`src/verilog/axi_conv_pkg.sv`:
```
// Width typedefs, response codes and full/Lite AXI channel structs
`default_nettype none

package axi_conv_pkg;

  // Field widths of the 32-bit bus
  typedef logic [31:0] addr_t;
  typedef logic [31:0] data_t;
  typedef logic [3:0]  strb_t;
  typedef logic [3:0]  id_t;
  typedef logic [7:0]  len_t;
  typedef logic [2:0]  prot_t;
  typedef logic [1:0]  resp_t;

  localparam resp_t RESP_OKAY   = 2'b00;
  localparam resp_t RESP_SLVERR = 2'b10;

  // Full AXI4 channels, single beat only
  typedef struct packed {
    id_t   id;
    addr_t addr;
    len_t  len;
    prot_t prot;
  } axi_aw_t;

  typedef struct packed {
    data_t data;
    strb_t strb;
    logic  last;
  } axi_w_t;

  typedef struct packed {
    id_t   id;
    resp_t resp;
  } axi_b_t;

  typedef struct packed {
    id_t   id;
    addr_t addr;
    len_t  len;
    prot_t prot;
  } axi_ar_t;

  typedef struct packed {
    id_t   id;
    data_t data;
    resp_t resp;
    logic  last;
  } axi_r_t;

  // AXI4-Lite channels
  typedef struct packed {
    addr_t addr;
    prot_t prot;
  } lite_aw_t;

  typedef struct packed {
    data_t data;
    strb_t strb;
  } lite_w_t;

  typedef struct packed {
    resp_t resp;
  } lite_b_t;

  typedef struct packed {
    addr_t addr;
    prot_t prot;
  } lite_ar_t;

  typedef struct packed {
    data_t data;
    resp_t resp;
  } lite_r_t;

endpackage

`default_nettype wire

```
`src/verilog/id_reflect_fifo.sv`:
```
// Synchronous ID FIFO with full and empty flags
`default_nettype none

module id_reflect_fifo
  import axi_conv_pkg::*;
#(
  parameter int unsigned DEPTH = 4
) (
  input  logic clk_i,
  input  logic rst_i,
  input  logic push_i,
  input  logic pop_i,
  input  id_t  data_i,
  output id_t  data_o,
  output logic full_o,
  output logic empty_o
);

  localparam int unsigned PTR_W = (DEPTH > 1) ? $clog2(DEPTH) : 1;
  localparam int unsigned CNT_W = $clog2(DEPTH + 1);

  typedef logic [PTR_W-1:0] ptr_t;
  typedef logic [CNT_W-1:0] cnt_t;

  localparam ptr_t LAST_PTR  = ptr_t'(DEPTH - 1);
  localparam cnt_t FULL_CNT  = cnt_t'(DEPTH);

  id_t  mem_q [DEPTH];
  ptr_t rd_ptr_q;
  ptr_t wr_ptr_q;
  cnt_t count_q;
  logic push_ok;
  logic pop_ok;

  assign full_o  = (count_q == FULL_CNT);
  assign empty_o = (count_q == '0);

  // Requests that cannot be served are dropped
  assign push_ok = push_i & ~full_o;
  assign pop_ok  = pop_i & ~empty_o;

  assign data_o = mem_q[rd_ptr_q];

  always_ff @(posedge clk_i) begin
    if (push_ok) begin
      mem_q[wr_ptr_q] <= data_i;
    end
  end

  always_ff @(posedge clk_i) begin
    if (rst_i) begin
      rd_ptr_q <= '0;
      wr_ptr_q <= '0;
      count_q  <= '0;
    end else begin
      if (push_ok) begin
        wr_ptr_q <= (wr_ptr_q == LAST_PTR) ? '0 : wr_ptr_q + 1'b1;
      end
      if (pop_ok) begin
        rd_ptr_q <= (rd_ptr_q == LAST_PTR) ? '0 : rd_ptr_q + 1'b1;
      end
      // Count only moves when exactly one side acts
      if (push_ok && !pop_ok) begin
        count_q <= count_q + 1'b1;
      end else if (pop_ok && !push_ok) begin
        count_q <= count_q - 1'b1;
      end
    end
  end

endmodule

`default_nettype wire

```
`src/verilog/axi_write_reflect.sv`:
```
// Full AXI4 to AXI4-Lite write converter with B ID reflection
`default_nettype none

module axi_write_reflect
  import axi_conv_pkg::*;
#(
  parameter int unsigned MAX_WRITE_TXNS = 4
) (
  input  logic     clk_i,
  input  logic     rst_i,
  // Full AXI slave side
  input  axi_aw_t  s_aw_i,
  input  logic     s_aw_valid_i,
  output logic     s_aw_ready_o,
  input  axi_w_t   s_w_i,
  input  logic     s_w_valid_i,
  output logic     s_w_ready_o,
  output axi_b_t   s_b_o,
  output logic     s_b_valid_o,
  input  logic     s_b_ready_i,
  // Lite master side
  output lite_aw_t m_aw_o,
  output logic     m_aw_valid_o,
  input  logic     m_aw_ready_i,
  output lite_w_t  m_w_o,
  output logic     m_w_valid_o,
  input  logic     m_w_ready_i,
  input  lite_b_t  m_b_i,
  input  logic     m_b_valid_i,
  output logic     m_b_ready_o
);

  logic id_full;
  logic id_empty;
  logic id_push;
  logic id_pop;
  id_t  b_id;

  // AW is cropped and held back while no ID slot is free
  assign m_aw_o       = '{addr: s_aw_i.addr, prot: s_aw_i.prot};
  assign m_aw_valid_o = s_aw_valid_i & ~id_full;
  assign s_aw_ready_o = m_aw_ready_i & ~id_full;

  // W only loses the last flag
  assign m_w_o       = '{data: s_w_i.data, strb: s_w_i.strb};
  assign m_w_valid_o = s_w_valid_i;
  assign s_w_ready_o = m_w_ready_i;

  // B passes only while a stored ID is waiting for it
  assign s_b_o       = '{id: b_id, resp: m_b_i.resp};
  assign s_b_valid_o = m_b_valid_i & ~id_empty;
  assign m_b_ready_o = s_b_ready_i & ~id_empty;

  assign id_push = m_aw_valid_o & s_aw_ready_o;
  assign id_pop  = s_b_valid_o & s_b_ready_i;

  id_reflect_fifo #(
    .DEPTH   ( MAX_WRITE_TXNS )
  ) i_aw_id_fifo (
    .clk_i   ( clk_i          ),
    .rst_i   ( rst_i          ),
    .push_i  ( id_push        ),
    .pop_i   ( id_pop         ),
    .data_i  ( s_aw_i.id      ),
    .data_o  ( b_id           ),
    .full_o  ( id_full        ),
    .empty_o ( id_empty       )
  );

endmodule

`default_nettype wire

```
`src/verilog/axi_read_reflect.sv`:
```
// Full AXI4 to AXI4-Lite read converter with R ID reflection
`default_nettype none

module axi_read_reflect
  import axi_conv_pkg::*;
#(
  parameter int unsigned MAX_READ_TXNS = 4
) (
  input  logic     clk_i,
  input  logic     rst_i,
  // Full AXI slave side
  input  axi_ar_t  s_ar_i,
  input  logic     s_ar_valid_i,
  output logic     s_ar_ready_o,
  output axi_r_t   s_r_o,
  output logic     s_r_valid_o,
  input  logic     s_r_ready_i,
  // Lite master side
  output lite_ar_t m_ar_o,
  output logic     m_ar_valid_o,
  input  logic     m_ar_ready_i,
  input  lite_r_t  m_r_i,
  input  logic     m_r_valid_i,
  output logic     m_r_ready_o
);

  logic id_full;
  logic id_empty;
  logic id_push;
  logic id_pop;
  id_t  r_id;

  assign m_ar_o       = '{addr: s_ar_i.addr, prot: s_ar_i.prot};
  assign m_ar_valid_o = s_ar_valid_i & ~id_full;
  assign s_ar_ready_o = m_ar_ready_i & ~id_full;

  // Every read is a single beat, so last is constant
  assign s_r_o = '{
    id:   r_id,
    data: m_r_i.data,
    resp: m_r_i.resp,
    last: 1'b1
  };
  assign s_r_valid_o = m_r_valid_i & ~id_empty;
  assign m_r_ready_o = s_r_ready_i & ~id_empty;

  assign id_push = m_ar_valid_o & s_ar_ready_o;
  assign id_pop  = s_r_valid_o & s_r_ready_i;

  id_reflect_fifo #(
    .DEPTH   ( MAX_READ_TXNS )
  ) i_ar_id_fifo (
    .clk_i   ( clk_i         ),
    .rst_i   ( rst_i         ),
    .push_i  ( id_push       ),
    .pop_i   ( id_pop        ),
    .data_i  ( s_ar_i.id     ),
    .data_o  ( r_id          ),
    .full_o  ( id_full       ),
    .empty_o ( id_empty      )
  );

endmodule

`default_nettype wire

```
`src/verilog/lite_reg_bank.sv`:
```
// AXI4-Lite register bank with byte strobes and SLVERR outside the map
`default_nettype none

module lite_reg_bank
  import axi_conv_pkg::*;
#(
  parameter int unsigned NUM_REGS = 8
) (
  input  logic     clk_i,
  input  logic     rst_i,
  // Write channels
  input  lite_aw_t aw_i,
  input  logic     aw_valid_i,
  output logic     aw_ready_o,
  input  lite_w_t  w_i,
  input  logic     w_valid_i,
  output logic     w_ready_o,
  output lite_b_t  b_o,
  output logic     b_valid_o,
  input  logic     b_ready_i,
  // Read channels
  input  lite_ar_t ar_i,
  input  logic     ar_valid_i,
  output logic     ar_ready_o,
  output lite_r_t  r_o,
  output logic     r_valid_o,
  input  logic     r_ready_i
);

  localparam int unsigned IDX_W   = (NUM_REGS > 1) ? $clog2(NUM_REGS) : 1;
  localparam int unsigned LANES   = $bits(strb_t);

  typedef logic [IDX_W-1:0] idx_t;

  data_t regs_q [NUM_REGS];

  logic        wr_accept;
  logic        rd_accept;
  logic [29:0] wr_word;
  logic [29:0] rd_word;
  logic        wr_in_range;
  logic        rd_in_range;
  idx_t        wr_idx;
  idx_t        rd_idx;
  logic        b_pending_q;
  logic        r_pending_q;
  resp_t       b_resp_q;
  data_t       r_data_q;
  resp_t       r_resp_q;

  // Word index, byte offset bits dropped
  assign wr_word     = aw_i.addr[31:2];
  assign rd_word     = ar_i.addr[31:2];
  assign wr_in_range = (wr_word < NUM_REGS);
  assign rd_in_range = (rd_word < NUM_REGS);
  assign wr_idx      = wr_word[IDX_W-1:0];
  assign rd_idx      = rd_word[IDX_W-1:0];

  // AW and W are taken together, one B outstanding at most
  assign wr_accept  = aw_valid_i & w_valid_i & ~b_pending_q;
  assign aw_ready_o = wr_accept;
  assign w_ready_o  = wr_accept;

  assign ar_ready_o = ~r_pending_q;
  assign rd_accept  = ar_valid_i & ~r_pending_q;

  assign b_valid_o = b_pending_q;
  assign b_o       = '{resp: b_resp_q};
  assign r_valid_o = r_pending_q;
  assign r_o       = '{data: r_data_q, resp: r_resp_q};

  // Register array with per-byte write enables
  always_ff @(posedge clk_i) begin
    if (rst_i) begin
      for (int i = 0; i < NUM_REGS; i++) begin
        regs_q[i] <= '0;
      end
    end else if (wr_accept && wr_in_range) begin
      for (int lane = 0; lane < LANES; lane++) begin
        if (w_i.strb[lane]) begin
          regs_q[wr_idx][8*lane +: 8] <= w_i.data[8*lane +: 8];
        end
      end
    end
  end

  // Response flags
  always_ff @(posedge clk_i) begin
    if (rst_i) begin
      b_pending_q <= 1'b0;
      r_pending_q <= 1'b0;
    end else begin
      if (wr_accept) begin
        b_pending_q <= 1'b1;
      end else if (b_ready_i) begin
        b_pending_q <= 1'b0;
      end
      if (rd_accept) begin
        r_pending_q <= 1'b1;
      end else if (r_ready_i) begin
        r_pending_q <= 1'b0;
      end
    end
  end

  // Response payloads, captured at acceptance
  always_ff @(posedge clk_i) begin
    if (wr_accept) begin
      b_resp_q <= wr_in_range ? RESP_OKAY : RESP_SLVERR;
    end
    if (rd_accept) begin
      r_data_q <= rd_in_range ? regs_q[rd_idx] : '0;
      r_resp_q <= rd_in_range ? RESP_OKAY : RESP_SLVERR;
    end
  end

endmodule

`default_nettype wire

```
`src/verilog/axi_to_lite_top.sv`:
```
// Top level with write and read converters feeding a Lite register bank
`default_nettype none

module axi_to_lite_top
  import axi_conv_pkg::*;
#(
  parameter int unsigned MAX_WRITE_TXNS = 4,
  parameter int unsigned MAX_READ_TXNS  = 4,
  parameter int unsigned NUM_REGS       = 8
) (
  input  logic    clk_i,
  input  logic    rst_i,
  // Full AXI4 slave port
  input  axi_aw_t s_aw_i,
  input  logic    s_aw_valid_i,
  output logic    s_aw_ready_o,
  input  axi_w_t  s_w_i,
  input  logic    s_w_valid_i,
  output logic    s_w_ready_o,
  output axi_b_t  s_b_o,
  output logic    s_b_valid_o,
  input  logic    s_b_ready_i,
  input  axi_ar_t s_ar_i,
  input  logic    s_ar_valid_i,
  output logic    s_ar_ready_o,
  output axi_r_t  s_r_o,
  output logic    s_r_valid_o,
  input  logic    s_r_ready_i
);

  // Lite bus between converters and bank
  lite_aw_t lite_aw;
  logic     lite_aw_valid;
  logic     lite_aw_ready;
  lite_w_t  lite_w;
  logic     lite_w_valid;
  logic     lite_w_ready;
  lite_b_t  lite_b;
  logic     lite_b_valid;
  logic     lite_b_ready;
  lite_ar_t lite_ar;
  logic     lite_ar_valid;
  logic     lite_ar_ready;
  lite_r_t  lite_r;
  logic     lite_r_valid;
  logic     lite_r_ready;

  axi_write_reflect #(
    .MAX_WRITE_TXNS ( MAX_WRITE_TXNS )
  ) i_write_reflect (
    .clk_i        ( clk_i         ),
    .rst_i        ( rst_i         ),
    .s_aw_i       ( s_aw_i        ),
    .s_aw_valid_i ( s_aw_valid_i  ),
    .s_aw_ready_o ( s_aw_ready_o  ),
    .s_w_i        ( s_w_i         ),
    .s_w_valid_i  ( s_w_valid_i   ),
    .s_w_ready_o  ( s_w_ready_o   ),
    .s_b_o        ( s_b_o         ),
    .s_b_valid_o  ( s_b_valid_o   ),
    .s_b_ready_i  ( s_b_ready_i   ),
    .m_aw_o       ( lite_aw       ),
    .m_aw_valid_o ( lite_aw_valid ),
    .m_aw_ready_i ( lite_aw_ready ),
    .m_w_o        ( lite_w        ),
    .m_w_valid_o  ( lite_w_valid  ),
    .m_w_ready_i  ( lite_w_ready  ),
    .m_b_i        ( lite_b        ),
    .m_b_valid_i  ( lite_b_valid  ),
    .m_b_ready_o  ( lite_b_ready  )
  );

  axi_read_reflect #(
    .MAX_READ_TXNS ( MAX_READ_TXNS )
  ) i_read_reflect (
    .clk_i        ( clk_i         ),
    .rst_i        ( rst_i         ),
    .s_ar_i       ( s_ar_i        ),
    .s_ar_valid_i ( s_ar_valid_i  ),
    .s_ar_ready_o ( s_ar_ready_o  ),
    .s_r_o        ( s_r_o         ),
    .s_r_valid_o  ( s_r_valid_o   ),
    .s_r_ready_i  ( s_r_ready_i   ),
    .m_ar_o       ( lite_ar       ),
    .m_ar_valid_o ( lite_ar_valid ),
    .m_ar_ready_i ( lite_ar_ready ),
    .m_r_i        ( lite_r        ),
    .m_r_valid_i  ( lite_r_valid  ),
    .m_r_ready_o  ( lite_r_ready  )
  );

  lite_reg_bank #(
    .NUM_REGS ( NUM_REGS )
  ) i_reg_bank (
    .clk_i      ( clk_i         ),
    .rst_i      ( rst_i         ),
    .aw_i       ( lite_aw       ),
    .aw_valid_i ( lite_aw_valid ),
    .aw_ready_o ( lite_aw_ready ),
    .w_i        ( lite_w        ),
    .w_valid_i  ( lite_w_valid  ),
    .w_ready_o  ( lite_w_ready  ),
    .b_o        ( lite_b        ),
    .b_valid_o  ( lite_b_valid  ),
    .b_ready_i  ( lite_b_ready  ),
    .ar_i       ( lite_ar       ),
    .ar_valid_i ( lite_ar_valid ),
    .ar_ready_o ( lite_ar_ready ),
    .r_o        ( lite_r        ),
    .r_valid_o  ( lite_r_valid  ),
    .r_ready_i  ( lite_r_ready  )
  );

endmodule

`default_nettype wire

```
`config.mk`:
```
export PLATFORM = sky130hd
export DESIGN_NAME = axi_to_lite_top
export DESIGN_NICKNAME = d
export VERILOG_FILES = /design/src/verilog/axi_conv_pkg.sv /design/src/verilog/id_reflect_fifo.sv /design/src/verilog/axi_write_reflect.sv /design/src/verilog/axi_read_reflect.sv /design/src/verilog/lite_reg_bank.sv /design/src/verilog/axi_to_lite_top.sv
export SDC_FILE = /design/constraint.sdc
export NUM_CORES = 1
export LEC_CHECK = 0
export BUFFER_PORTS_ARGS = -buffer_cell sky130_fd_sc_hd__buf_2
export CAP_MARGIN = 0
export CORE_ASPECT_RATIO = 1.25
export CORE_MARGIN = 2
export CORE_UTILIZATION = 31
export DETAILED_ROUTE_END_ITERATION = 10
export PLACE_DENSITY = 0.43
export SLEW_MARGIN = 5
export SYNTH_ARGS = -nofsm -noshare
export SYNTH_HDL_FRONTEND = slang
export SYNTH_SLANG_ARGS = --single-unit
```
`constraint.sdc`:
```
create_clock -name clk_i -period 8.71 [get_ports clk_i]
set_input_delay 0.871 -clock clk_i [delete_from_list [all_inputs] [get_ports clk_i]]
set_output_delay 0.871 -clock clk_i [all_outputs]
set_load 0.01 [all_outputs]
```
Yosys cells after proc, flatten, opt, wreduce, memory -nomap -nowiden
Memory sizes are Yosys's and may differ from the RTL's. A register that Yosys moved wholly into a read port is not among the register bits. Cells that the tools add are included.

Add/sub/neg operators: 8. Order comparisons: 2. Equality and inequality tests: 6. Multiplexer cells: 43. Bitwise gates (word level): 25. Reductions and logical operators: 17.

Operator list (count): 30-bit by 4-bit less-than comparator with 1-bit output (second input constant) (2); 32-bit 2-to-1 mux (1); 32-bit OR reduction (1); 1-bit 2-to-1 mux (26); 2-bit 2-to-1 mux (10); 1-bit bitwise AND (19); 3-bit 2-to-1 mux (5); 2-bit by 1-bit adder with 2-bit output (second input constant) (4); 2-bit equality test (second input constant) (4); 2-bit nonzero test (4); 3-bit by 1-bit adder with 3-bit output (second input constant) (2); 3-bit equality test (second input constant) (2); 3-bit zero test (2); 1-bit NOT (6); 3-bit by 1-bit subtractor with 3-bit output (second input constant) (2); 1-bit logical AND (5); 1-bit zero test (5); 4-bit 2-to-1 mux (1).

Register bits: 20. Bits in writable memories: 288. Output and inout bits: 50. Memories: 3.

Memory list: i_reg_bank.regs_q (words 8, bits a word 32, rd ports 1, clocked after Yosys merged registers in 1, write ports 8, line lite_reg_bank.sv:35) `data_t regs_q [NUM_REGS];`; i_read_reflect.i_ar_id_fifo.mem_q (words 4, bits a word 4, rd ports 1, clocked after Yosys merged registers in 1, write ports 1, line id_reflect_fifo.sv:28) `id_t mem_q [DEPTH];`; i_write_reflect.i_aw_id_fifo.mem_q (words 4, bits a word 4, rd ports 1, clocked after Yosys merged registers in 1, write ports 1, line id_reflect_fifo.sv:28).

Logic depth before layout (Yosys ltp)
Word-level depth: 12. Mapped depth: 11. Depth with buffers taken out: 9.

Modules after synthesis
Synthesis repeated with hierarchy kept, for this count alone.

Cell total of the unflattened synthesis: 1220. Area total of the unflattened synthesis: 17205.3 µm².

Modules (own cells, without submodules): lite_reg_bank (times used 1, cells each 922, area each 13880.8 µm²); id_reflect_fifo (times used 2, cells each 70, area each 1073.5 µm²); axi_write_reflect (times used 1, cells each 81, area each 605.6 µm²); axi_read_reflect (times used 1, cells each 77, area each 571.8 µm²).

Worst setup path after synthesis
Ideal clock, no wire load.

Path kind: input-to-reg. Start point: input s_ar_valid_i. End point: register i_reg_bank.r_data_q[0], read port of i_reg_bank.regs_q, enable pin. Data arrival time: 3.232 ns. Slack: 5.013 ns. Cell stages on the path: 2. Cells stage by stage: inv_1 > nor3_1.

Longest elaborated chain between the ends: 2.

RTL lines: start: declaration (line axi_to_lite_top.sv:24) `input logic s_ar_valid_i,`; 1-bit bitwise AND (line axi_read_reflect.sv:34) `assign m_ar_valid_o = s_ar_valid_i & ~id_full;`; 1-bit bitwise AND (line lite_reg_bank.sv:65) `assign rd_accept = ar_valid_i & ~r_pending_q;`; net i_reg_bank.rd_accept (line lite_reg_bank.sv:38) `logic rd_accept;`; end: declaration (line lite_reg_bank.sv:48) `data_t r_data_q;`.

The timed path passes the listed nets, and every way through them passes these cells. A chain may end at the register's enable or synchronous reset.

Worst setup path in the final report
Start point: register i_write_reflect.i_aw_id_fifo.count_q[0]. End point: output s_w_ready_o.

Longest elaborated chain between the ends: 5.

RTL lines: start: declaration (line id_reflect_fifo.sv:31) `cnt_t count_q;`; start signal: assignment (line id_reflect_fifo.sv:64) `count_q <= count_q + 1'b1;`; start signal: assignment (line id_reflect_fifo.sv:66) `count_q <= count_q - 1'b1;`; 3-bit equality test (line id_reflect_fifo.sv:35) `assign full_o = (count_q == FULL_CNT);`; 1-bit NOT (line axi_write_reflect.sv:41) `assign m_aw_valid_o = s_aw_valid_i & ~id_full;`; 1-bit bitwise AND (line axi_write_reflect.sv:41); 1-bit bitwise AND (2 in series) (line lite_reg_bank.sv:60) `assign wr_accept = aw_valid_i & w_valid_i & ~b_pending_q;`; end: declaration (line axi_to_lite_top.sv:19) `output logic s_w_ready_o,`.

Every way passes these cells.

==> results.ini <==
[timing]
fin_setup_tns_ps=0
worst_slew_pin_slew_ps=1160
rsz0062_at_grt=false
timing.final.crit_share=0.469
relSlewSlack=0.229
final-hold-violation-count=0
max_freq_mhz=245
hold_ws_ps=497
period_needed_ps=4090
skew_ps=23.9
finalSetupViolations=0
finalMaxSlewViolations=0

[clock_network]
cts.clk_slew.worst_paths_ps=60
post_cts_buffers=0
cts_tree=yes
clk_latency_ps=580
ctsResizeCount=0
cts-buffers-inserted=41
cts.sinks=342
htreeDepth=2
cts_max_path_buffers=3
cts-root-buf=clkbuf_16
hold_buffers=0

[drt]
via_per_inst=5.23
vias=12100
drc=0
postRouteAntennaNets=0
wl_per_cell_microns=24.8
drt_wl_total_microns=57500
dr.pass1.iters=4
first_iter_violations=955

[final_layout]
final_common_cell=edfxtp_1
register_area_sq_mm=0.0101
final_cell_mix=322 x edfxtp_1, 291 x nand2_1, 210 x nor4_2
syn_to_final_growth_pct=13.3
final_core_util=0.356
nFillCells=5977
drive_above_1_share=0.393
finalInstanceArea_sq_mm=0.0216
multi_input_area_sq_mm=0.00801
fin_nets=1617

[synthesis]
seq_area_frac_synth=0.528
synth-async-reset-ratio=0
synth-edff-count=322
syn_area_sq_mm=0.0191
synth_seq_cells=342
synth.avg_cell_area_sq_um=13.5
synthCells=1417
ys.warnings.count=0
synthFlopType=edfxtp_1
ys_types=44

[setup_path]
worst-path-max-fanout=76
path_class=reg -> out
cp-start-kind=flop
cp-end-kind=primary output
required_ps=7840
arrival_ps=3210

[power_and_ir_drop]
power.total_mw=4.10
peakVddDrop_uv=120
p_leak_nw=6.70
p_per_area_mw_per_mm2=190

[global_routing]
grt_pass1_vias=12700
grt_start_max_net_pins=139
overflow=0
antenna_found_initial=2
grtUsageTotal=0.183
grt_pass1_wl_microns=85200

[die]
die_height_microns=281
dieWidth_microns=226
fp.dieArea_sq_mm=0.0635
core-area_sq_mm=0.0608
start_util=0.314
rows=101
pin_count=188

[place]
portBuffers=157
place_hpwl_microns=34500
placed_area_sq_mm=0.0203
gp_congestion=0.720

[flow_run]
maxCapViolations=0

[run_status]
status=finished, final reports clean

[worst_hold_path]
hold_path_class=reg -> reg

==> metrics by stage <==
stage,setup WS [ps],std cells
after floorplan,5010,1418
after global placement,4310,2246
after detailed placement,4300,2246
after CTS,4590,2319
after global routing,4460,2319
final,4620,2320
==> report_power, final <==
part | leakage (nW) | switching [mW] | internal (mW) | total (mW)
logic | 2.60 | 0.319 | 0.163 | 0.482
registers | 3.45 | 0.0407 | 1.89 | 1.93
clock network | 0.648 | 0.711 | 0.979 | 1.69
==> registers in the layout, summed over array words and instances (netlist names), named ones only <==
name	flops
i_reg_bank.regs_q	256
i_reg_bank.r_data_q	32
i_read_reflect.i_ar_id_fifo.mem_q	16
i_write_reflect.i_aw_id_fifo.mem_q	16
i_read_reflect.i_ar_id_fifo.count_q	3
i_write_reflect.i_aw_id_fifo.count_q	3
i_read_reflect.i_ar_id_fifo.rd_ptr_q	2
i_read_reflect.i_ar_id_fifo.wr_ptr_q	2
i_write_reflect.i_aw_id_fifo.rd_ptr_q	2
i_write_reflect.i_aw_id_fifo.wr_ptr_q	2
i_reg_bank.b_o	1
i_reg_bank.b_valid_o	1
i_reg_bank.r_resp_q	1
i_reg_bank.r_valid_o	1
==> cell type report <==
| cell class | instances | share of cell area |
|---|---|---|
| multi-input cells | 867 | 0.371 |
| diodes | 1 | 0.000116 |
| clock buffers | 57 | 0.0549 |
| clock inverters | 16 | 0.00527 |
| well taps | 824 | 0.0477 |
| repair buffers | 202 | 0.0533 |
| flip-flops and latches | 342 | 0.466 |
| inverters | 11 | 0.00191 |
==> critical path, cell delays in order (launching register included) <==
cell	delay, ps
dfxtp_1	390
or3b_1	550
nand2_8	580
buf_4	790
inv_2	80
buf_2	170
==> logic make-up (layout without fill, tap and decap cells) <==
group	after synthesis	after routing	synth area share
DFF	342	342	0.528
xor gates and xnor gates	4	4	0.00184
buffers and inverters	209	286	0.0635
adders and majority gates	14	14	0.00997
other	2	4	0.000394
AOI/OAI and AO/OA	54	54	0.0344
and+or+nand+nor	684	684	0.258
muxes	108	108	0.104
==> routing by layer <==
| metal | GRT usage | wire length, microns | vias up |
|---|---|---|---|
| met3 | 0.0237 | 1740 | 77 |
| met4 | 0.0533 | 1570 | 0 |
| li1 | - | - | 5565 |
| met5 | 0 | 0 | - |
| met2 | 0.336 | 30700 | 233 |
| met1 | 0.223 | 23500 | 6264 |
==> final timing paths <==
kind / from / end / slack [ps] / cells after the start
max reg2reg: i_write_reflect.i_aw_id_fifo.count_q[0] / i_reg_bank.regs_q[3][1] / 5330 / 4
min reg2reg: i_read_reflect.i_ar_id_fifo.rd_ptr_q[0] / i_read_reflect.i_ar_id_fifo.rd_ptr_q[0] / 500 / 2
min: i_read_reflect.i_ar_id_fifo.rd_ptr_q[0] / i_read_reflect.i_ar_id_fifo.rd_ptr_q[0] / 500 / 2
max: i_write_reflect.i_aw_id_fifo.count_q[0] / s_w_ready_o / 4620 / 5
==> cell usage after synthesis, types with 2 or more instances <==
cell	n	area [sq um]
nor2_1	9	33.8
nor2b_1	6	37.5
inv_1	8	30.0
edfxtp_1	322	9670
clkbuf_1	68	255
or3_1	4	25.0
nand3_1	3	15.0
nor3b_1	2	15.0
or2_1	2	12.5
fa_1	2	40.0
dfxtp_1	20	400
nor4_2	210	2630
and3_1	5	31.3
o41ai_2	32	521
o31a_1	2	17.5
buf_4	30	225
nor4_1	58	363
ha_1	12	150
xor2_1	4	35.0
nor3b_2	3	37.5
mux4_2	72	1620
inv_2	3	11.3
buf_2	39	195
o311ai_1	2	17.5
mux2i_1	36	360
o21ai_0	4	20.0
buf_6	35	394
nand4b_1	2	17.5
nand4_1	2	12.5
and3b_1	36	315
o31ai_1	3	22.5
clkbuf_2	2	10.0
or3b_1	2	17.5
a21oi_1	10	50.1
buf_1	24	90.1
conb_1	2	7.51
nand2_1	291	1090
and2_1	9	56.3
nor3_1	36	180
No activity file was read; power rests on OpenSTA's default activity.
